`config.mk`:
```
export PLATFORM = sky130hd
export DESIGN_NAME = div_apb_top
export DESIGN_NICKNAME = d
export VERILOG_FILES = /design/src/hdl/div_pkg.sv /design/src/hdl/div_if.sv /design/src/hdl/div_apb_top.sv /design/src/hdl/div_result_fix.sv /design/src/hdl/div_iter_core.sv /design/src/hdl/div_reg_decode.sv
export VERILOG_INCLUDE_DIRS = /design/src /design/src/hdl
export SDC_FILE = /design/constraint.sdc
export NUM_CORES = 1
export LEC_CHECK = 0
export ABC_AREA = 1
export BUFFER_PORTS_ARGS = -buffer_cell sky130_fd_sc_hd__buf_2
export CORE_AREA = 2 2 247 249
export CTS_CLUSTER_DIAMETER = 120
export CTS_CLUSTER_SIZE = 28
export DETAILED_ROUTE_END_ITERATION = 12
export DIE_AREA = 0 0 249 251
export HOLD_SLACK_MARGIN = 0.1
export PLACE_DENSITY = 0.56
export SETUP_SLACK_MARGIN = 0.4
export SLEW_MARGIN = 20
export SYNTH_ARGS = -nofsm -noshare
export SYNTH_HDL_FRONTEND = slang
export SYNTH_SLANG_ARGS = --single-unit
```
`constraint.sdc`:
```
create_clock -name clk -period 3 [get_ports clk]
set_input_delay 0.6 -clock clk [delete_from_list [all_inputs] [get_ports clk]]
set_output_delay 0.6 -clock clk [all_outputs]
set_load 0.005 [all_outputs]
```
`src/hdl/div_defines.svh`:
```
`ifndef DIV_DEFINES_SVH
`define DIV_DEFINES_SVH

// Operand and counter widths
`define DIV_XLEN 32
`define DIV_CNT_W 6

// APB register map
`define DIV_ADDR_DIVIDEND 8'h00
`define DIV_ADDR_DIVISOR 8'h04
`define DIV_ADDR_CTRL 8'h08
`define DIV_ADDR_STATUS 8'h0C
`define DIV_ADDR_QUOT 8'h10
`define DIV_ADDR_REM 8'h14

`define DIV_CTRL_START 0
`define DIV_CTRL_SIGNED 1
`define DIV_CTRL_ABORT 2
`define DIV_STAT_BUSY 0
`define DIV_STAT_DONE 1

`endif
```
`src/hdl/div_pkg.sv`:
```
`default_nettype none

`include "div_defines.svh"

package div_pkg;

    // Operand, quotient and remainder
    typedef logic [`DIV_XLEN-1:0] word_t;

    // Iteration count of the shift-subtract loop
    typedef logic [`DIV_CNT_W-1:0] cnt_t;

    typedef logic [7:0] paddr_t;  // APB byte address

    // Execute core states
    typedef enum logic [1:0] {
        idle,
        run,
        finish
    } exec_state_t;

endpackage

`default_nettype wire

```
`src/hdl/div_if.sv`:
```
`default_nettype none

// Request path from register decode to the execute core
interface div_req_if;
    logic start;                 // One-cycle pulse
    logic signed_op;
    div_pkg::word_t dividend;
    div_pkg::word_t divisor;
    logic abort;                 // One-cycle pulse
    logic busy;

    modport decode (
        output start,
        output signed_op,
        output dividend,
        output divisor,
        output abort,
        input  busy
    );

    modport exec (
        input  start,
        input  signed_op,
        input  dividend,
        input  divisor,
        input  abort,
        output busy
    );
endinterface

// Unsigned results and correction flags from execute to the result stage
interface div_raw_if;
    logic fin;                   // One-cycle pulse
    div_pkg::word_t raw_quot;
    div_pkg::word_t raw_rem;
    logic neg_quot;
    logic neg_rem;
    logic div_zero;
    logic start_seen;            // New division accepted

    modport exec (
        output fin,
        output raw_quot,
        output raw_rem,
        output neg_quot,
        output neg_rem,
        output div_zero,
        output start_seen
    );

    modport result (
        input fin,
        input raw_quot,
        input raw_rem,
        input neg_quot,
        input neg_rem,
        input div_zero,
        input start_seen
    );
endinterface

`default_nettype wire

```
`src/hdl/div_apb_top.sv`:
```
`default_nettype none

module div_apb_top (
    input  logic             clk,
    input  logic             reset,
    input  logic             psel,
    input  logic             penable,
    input  logic             pwrite,
    input  div_pkg::paddr_t  paddr,
    input  div_pkg::word_t   pwdata,
    output div_pkg::word_t   prdata,
    output logic             pready,
    output logic             pslverr
);
    div_req_if req_if ();
    div_raw_if raw_if ();

    div_pkg::word_t quot;
    div_pkg::word_t rem;
    logic           done;

    div_reg_decode decode_i (
        .clk     (clk),
        .reset   (reset),
        .psel    (psel),
        .penable (penable),
        .pwrite  (pwrite),
        .paddr   (paddr),
        .pwdata  (pwdata),
        .prdata  (prdata),
        .pready  (pready),
        .pslverr (pslverr),
        .req     (req_if.decode),
        .quot    (quot),
        .rem     (rem),
        .done    (done)
    );

    div_iter_core core_i (
        .clk   (clk),
        .reset (reset),
        .req   (req_if.exec),
        .raw   (raw_if.exec)
    );

    div_result_fix result_i (
        .clk   (clk),
        .reset (reset),
        .raw   (raw_if.result),
        .quot  (quot),
        .rem   (rem),
        .done  (done)
    );

endmodule

`default_nettype wire

```
`src/hdl/div_result_fix.sv`:
```
`default_nettype none

module div_result_fix (
    input  logic            clk,
    input  logic            reset,
    div_raw_if.result       raw,
    output div_pkg::word_t  quot,
    output div_pkg::word_t  rem,
    output logic            done
);
    div_pkg::word_t quot_fix;
    div_pkg::word_t rem_fix;

    // Divide by zero overrides the sign correction
    always_comb begin
        if (raw.div_zero) begin
            quot_fix = '1;
            rem_fix  = raw.raw_rem;  // Carries the original dividend
        end else begin
            quot_fix = raw.neg_quot ? -raw.raw_quot : raw.raw_quot;
            rem_fix  = raw.neg_rem ? -raw.raw_rem : raw.raw_rem;
        end
    end

    always_ff @(posedge clk) begin
        if (reset) begin
            quot <= '0;
            rem  <= '0;
        end else if (raw.fin) begin
            quot <= quot_fix;
            rem  <= rem_fix;
        end
    end

    always_ff @(posedge clk) begin
        if (reset) begin
            done <= 1'b0;
        end else if (raw.start_seen) begin
            done <= 1'b0;  // New division wins over a finishing one
        end else if (raw.fin) begin
            done <= 1'b1;
        end
    end

endmodule

`default_nettype wire

```
`src/hdl/div_iter_core.sv`:
```
`default_nettype none

`include "div_defines.svh"

module div_iter_core (
    input  logic      clk,
    input  logic      reset,
    div_req_if.exec   req,
    div_raw_if.exec   raw
);
    localparam int xlen = `DIV_XLEN;

    div_pkg::exec_state_t state;
    div_pkg::cnt_t        cnt;

    logic [2*xlen-1:0] part_rem;    // Remainder window above the unused dividend bits
    div_pkg::word_t    div_abs;
    div_pkg::word_t    quot_acc;
    div_pkg::word_t    dividend_orig;
    logic              neg_quot_q;
    logic              neg_rem_q;
    logic              div_zero_q;

    logic           accept;
    logic           last_step;
    logic           dividend_neg;
    logic           divisor_neg;
    div_pkg::word_t dividend_abs;
    div_pkg::word_t divisor_abs;
    logic [xlen:0]  trial;
    logic           borrow;

    assign accept    = req.start && !req.busy && !req.abort;
    assign last_step = (cnt == div_pkg::cnt_t'(xlen - 1));

    assign dividend_neg = req.signed_op && req.dividend[xlen-1];
    assign divisor_neg  = req.signed_op && req.divisor[xlen-1];
    assign dividend_abs = dividend_neg ? -req.dividend : req.dividend;
    assign divisor_abs  = divisor_neg ? -req.divisor : req.divisor;

    // Top bit of the trial subtract is the borrow
    assign trial  = part_rem[2*xlen-1:xlen-1] + {1'b1, ~div_abs} + {{xlen{1'b0}}, 1'b1};
    assign borrow = trial[xlen];

    always_ff @(posedge clk) begin
        if (reset || req.abort) begin
            state <= div_pkg::idle;
        end else begin
            case (state)
                div_pkg::idle: begin
                    if (accept) begin
                        state <= div_pkg::run;
                    end
                end
                div_pkg::run: begin
                    if (last_step) begin
                        state <= div_pkg::finish;
                    end
                end
                div_pkg::finish: begin
                    state <= accept ? div_pkg::run : div_pkg::idle;  // Back-to-back start
                end
                default: begin
                    state <= div_pkg::idle;
                end
            endcase
        end
    end

    always_ff @(posedge clk) begin
        if (reset || accept) begin
            cnt <= '0;
        end else if (state == div_pkg::run) begin
            cnt <= cnt + 1'b1;
        end
    end

    always_ff @(posedge clk) begin
        if (accept) begin
            part_rem      <= {{xlen{1'b0}}, dividend_abs};
            div_abs       <= divisor_abs;
            dividend_orig <= req.dividend;
            neg_quot_q    <= dividend_neg ^ divisor_neg;
            neg_rem_q     <= dividend_neg;
            div_zero_q    <= (req.divisor == '0);
        end else if (state == div_pkg::run) begin
            if (borrow) begin
                part_rem <= {part_rem[2*xlen-2:0], 1'b0};
            end else begin
                part_rem <= {trial[xlen-1:0], part_rem[xlen-2:0], 1'b0};
            end
            quot_acc <= {quot_acc[xlen-2:0], ~borrow};
        end
    end

    assign req.busy = (state == div_pkg::run);

    assign raw.fin        = (state == div_pkg::finish) && !req.abort;
    assign raw.start_seen = accept;
    assign raw.raw_quot   = quot_acc;
    assign raw.raw_rem    = div_zero_q ? dividend_orig : part_rem[2*xlen-1:xlen];
    assign raw.neg_quot   = neg_quot_q;
    assign raw.neg_rem    = neg_rem_q;
    assign raw.div_zero   = div_zero_q;

endmodule

`default_nettype wire

```
`src/hdl/div_reg_decode.sv`:
```
`default_nettype none

`include "div_defines.svh"

module div_reg_decode (
    input  logic             clk,
    input  logic             reset,
    input  logic             psel,
    input  logic             penable,
    input  logic             pwrite,
    input  div_pkg::paddr_t  paddr,
    input  div_pkg::word_t   pwdata,
    output div_pkg::word_t   prdata,
    output logic             pready,
    output logic             pslverr,
    div_req_if.decode        req,
    input  div_pkg::word_t   quot,
    input  div_pkg::word_t   rem,
    input  logic             done
);
    div_pkg::word_t dividend_q;
    div_pkg::word_t divisor_q;
    div_pkg::word_t rdata;

    logic access;
    logic addr_ok;
    logic wr_err;
    logic err;
    logic wr_ok;
    logic ctrl_wr;

    assign access = psel && penable;  // Access phase completes at once

    // Address decode and write protection
    always_comb begin
        addr_ok = 1'b1;
        wr_err  = 1'b0;
        case (paddr)
            `DIV_ADDR_DIVIDEND,
            `DIV_ADDR_DIVISOR: begin
                wr_err = req.busy;  // Operands locked during a division
            end
            `DIV_ADDR_CTRL: begin
                wr_err = req.busy && pwdata[`DIV_CTRL_START];
            end
            `DIV_ADDR_STATUS,
            `DIV_ADDR_QUOT,
            `DIV_ADDR_REM: begin
                wr_err = 1'b1;  // Read-only
            end
            default: begin
                addr_ok = 1'b0;
            end
        endcase
    end

    assign err     = !addr_ok || (pwrite && wr_err);
    assign pslverr = access && err;
    assign pready  = 1'b1;
    assign wr_ok   = access && pwrite && !err;
    assign ctrl_wr = wr_ok && (paddr == `DIV_ADDR_CTRL);

    always_ff @(posedge clk) begin
        if (reset) begin
            dividend_q <= '0;
            divisor_q  <= '0;
        end else begin
            if (wr_ok && (paddr == `DIV_ADDR_DIVIDEND)) begin
                dividend_q <= pwdata;
            end
            if (wr_ok && (paddr == `DIV_ADDR_DIVISOR)) begin
                divisor_q <= pwdata;
            end
        end
    end

    // CTRL bits act as pulses in the access cycle
    assign req.start     = ctrl_wr && pwdata[`DIV_CTRL_START];
    assign req.abort     = ctrl_wr && pwdata[`DIV_CTRL_ABORT];
    assign req.signed_op = pwdata[`DIV_CTRL_SIGNED];
    assign req.dividend  = dividend_q;
    assign req.divisor   = divisor_q;

    // Read mux
    always_comb begin
        rdata = '0;
        case (paddr)
            `DIV_ADDR_DIVIDEND: begin
                rdata = dividend_q;
            end
            `DIV_ADDR_DIVISOR: begin
                rdata = divisor_q;
            end
            `DIV_ADDR_STATUS: begin
                rdata[`DIV_STAT_BUSY] = req.busy;
                rdata[`DIV_STAT_DONE] = done;
            end
            `DIV_ADDR_QUOT: begin
                rdata = quot;
            end
            `DIV_ADDR_REM: begin
                rdata = rem;
            end
            default: begin
                rdata = '0;  // CTRL reads back as zero
            end
        endcase
    end

    assign prdata = (access && !pwrite) ? rdata : '0;

endmodule

`default_nettype wire

```
==> metrics.md <==
| Metric | Value |
|---|---|
| Distinct cells, synth | `49` |
| Drt pass-1 iters | `5` |
| Worst Setup Path Type | `in -> out` |
| Largest net degree at the start of global routing | `67` |
| Internal cell power | `5.70 mW` |
| Final wirelength | `62.3 mm` |
| M1 WL | `28.1 mm` |
| CTS tree | `yes` |
| Final hold violation count | `0` |
| Clk sinks | `300` |
| Starting DRT DRC Count | `1557` |
| Max rail drop VDD | `0.000414 V` |
| Share of cells above drive strength 1 | `14.0%` |
| Clk_skew | `0.0297 ns` |
| N_diodes | `0` |
| Die H | `251 microns` |
| Final Max Slew Viols | `0` |
| Min-delay worst type | `in -> reg` |
| Tot Pwr | `7.98 mW` |
| Compound-Gate Fraction of Synth Area | `12.1%` |
| Minimum clock period | `2.61 ns` |
| Max Used Layer | `met4` |
| PD cells | `382 mW/mm^2` |
| Filler cell count | `6332` |
| Routed wl met3 | `3.59 mm` |
| Sw Ratio | `28.6%` |
| Critical-path maximum fanout | `15` |
| Crit. End Element | `primary output` |
| Vias in the first global route | `15.7k` |
| DRT antenna net count | `0` |
| CP required | `2.40 ns` |
| Register area share after synthesis | `41.1%` |
| Largest family of logic cells by synthesized area | `simple AND/OR/NAND/NOR gates` |
| Worst hold slack | `0.296 ns` |
| Total Neg Setup Slack | `0 ns` |
| Later-pin clock latency in the skew report | `0.55 ns` |
| CTS Root Cell | `clkbuf_16` |
| Global-route wire length before repair | `92.6 mm` |
| WL per Instance | `18.5 microns` |
| Finish-stage setup viols | `0` |
| IO Count | `79` |
| CP startpoint kind | `input pin` |
| Chip Width | `249 microns` |
| Predominant post-synthesis flop cell | `dfxtp_1` |
| Ys Warns | `0` |
| Reg2reg setup slack | `0.49 ns` |
| CTS HTree Levels | `1` |
| Worst slew pin tran | `1.01 ns` |
| Vias per cell | `4.98` |
| Max Clock Freq | `0.383 GHz` |
| Combinational share of power | `15.1%` |
| Row cnt | `90` |
| CTS Buf Count | `15` |
| Vias | `16.7k` |
| Net Sw Power | `2.28 mW` |
| Adder-cell share of the synthesized area | `2.71%` |
| Fraction of registers with async set/reset | `0%` |
| Wire length on met2 | `28.3 mm` |
| DRC | `0` |
| Multiplexer share of the synthesized area | `0%` |
| Max cap viols | `0` |
| # nets final | `2652` |
| Hpwl dp | `46.9 mm` |
| Leakage | `9.14 nW` |
| GP Congestion | `0.955` |
| Syn Std Cell Area | `0.0178 sq mm` |
| Syn avg cell area | `7.20 sq um` |
| Antenna violations before repair | `0` |
| Post-Synth XOR/XNOR Area | `5.41%` |
| Slew headroom | `32.7%` |
| Status | `finished clean` |
| Number of hold buffers added after CTS | `0` |
| Synth Register Bits | `300` |
| Post-synth net total | `2557` |
| Post-synth EDFFs | `131` |
| Fin crit share | `87.1%` |
| Post-Synthesis Cells | `2474` |
| Simple-gate share of the synthesized area | `30.6%` |
| Seq pwr share | `54.4%` |
| Worst-path clk slew | `0.10 ns` |
| Clk pwr share | `30.5%` |
| Global-route usage over all layers | `18.9%` |
| Core Box Area | `0.0598 sq mm` |
| IO buf count | `77` |
| Arr. time, crit path | `2.01 ns` |
| Die area | `0.0625 sq mm` |
| Initial Util | `29.8%` |
| RSZ-0062 raised after global routing | `yes` |
| GRT overflow | `0` |
| Area grow syn2layout | `17.1%` |
| CTS Buffer Depth | `3` |
## repair_timing
action                                  CTS  global route
endpoints found under the hold margin     0             0
buffers inserted                          3             8
gates cloned                              0             8
pin swaps                                 9            52
endpoints found under the setup margin   32            79
gates resized for setup                  42           116
## sequential cells by signal (all words and copies together), names as in the netlist
register / count
core_i.cnt: 6
core_i.div_abs: 32
core_i.dividend_orig: 32
core_i.part_rem: 64
core_i.raw.div_zero: 1
core_i.raw.neg_quot: 1
core_i.raw.neg_rem: 1
core_i.raw.raw_quot: 32
core_i.state: 2
decode_i.req.dividend: 32
decode_i.req.divisor: 32
result_i.done: 1
result_i.quot: 32
result_i.rem: 32
## final timing paths
| check | startpoint | endpoint | cells after the start |
|---|---|---|---|
| setup / recovery | paddr[0] | prdata[22] | 10 |
| hold / removal | pwdata[18] | decode_i.req.dividend[18] | 3 |
| setup reg to reg | core_i.div_abs[0] | core_i.part_rem[51] | 16 |
| hold reg to reg | core_i.raw.raw_quot[1] | core_i.raw.raw_quot[2] | 0 |
## power groups by stage
stage	Clock, mW	Sequential [mW]	Combinational, mW
after global placement	0	4.43	0.999
after floorplan	0	4.41	0.707
after CTS	2.49	4.34	1.01
after global routing	2.60	4.35	1.33
final	2.43	4.34	1.21
after detailed placement	0	4.43	0.995
## worst max-delay path: stages
cell and delay (ns):
buf_2 0.12, nor2_4 0.14, nand2_4 0.09, nor2_4 0.12, nand2_1 0.10, inv_2 0.14, buf_12 0.18, nand2_1 0.07
a41oi_1 0.26, buf_2 0.18
## per-stage QoR
stage / cells / util (%) / worst slack (ns) / area, sq um
global route: 3360 / 34.9 / 0.327 / 20900
finish: 3360 / 34.9 / 0.388 / 20900
global placement: 3315 / 32.5 / 0.0308 / 19500
floorplan: 2474 / - / 0.531 / 17800
CTS: 3344 / 33.6 / 0.355 / 20100
detailed placement: 3315 / 32.5 / 0.0360 / 19500
## metal layers
layer | track usage, % | vias to the layer above
met3 | 1.30 | 88
li1 | - | 8283
met4 | 6.25 | 0
met5 | 0 | -
met2 | 30.9 | 570
met1 | 26.5 | 7806
## cell usage after synthesis, types with 12 or more instances
library cell	number	area share, %
a21oi_1	72	2.0
a221oi_1	18	0.88
a41oi_1	13	0.64
buf_2	25	0.70
clkbuf_1	50	1.1
dfxtp_1	169	19
edfxtp_1	131	22
ha_1	37	2.6
inv_1	245	5.2
nand2_1	544	11
nand2_2	12	0.42
nand3_1	178	5.0
nand4_1	28	0.98
nor2_1	444	9.4
nor3_1	33	0.93
o21a_1	21	0.88
o21ai_0	193	5.4
o21ai_1	26	0.73
o22ai_1	12	0.42
xnor2_1	34	1.7
xor2_1	76	3.7
## kinds of logic after synthesis
group,Yosys count
flip-flops,300
AND/OR/NAND/NOR,1293
AO/OA/AOI/OAI,381
buffers and inverters,351
other,1
adder cells (fa/ha/maj),38
XOR/XNOR,110
## cell usage in the layout (no fill, tap or decap), drive strengths merged, types with 18 or more instances in the layout
cell type / instances
a221oi: 18
nand3: 184
dfxtp: 169
buf: 164
nor3: 37
inv: 257
nand4: 29
o21a: 21
edfxtp: 131
clkbuf: 28
a21oi: 72
xnor2: 34
xor2: 76
ha: 37
nand2: 561
nor2: 459
o21ai: 228
## layout make-up
type	count	area (sq um)	share of cell area, %
multi-input cells	1825	9740	46.7
repair buffers	170	1410	6.77
clock inverters	4	47.5	0.228
flip-flops and latches	300	7320	35.1
inverters	257	973	4.67
clock buffers	22	402	1.92
well taps	782	978	4.69
No activity file was read; power rests on OpenSTA's default activity.
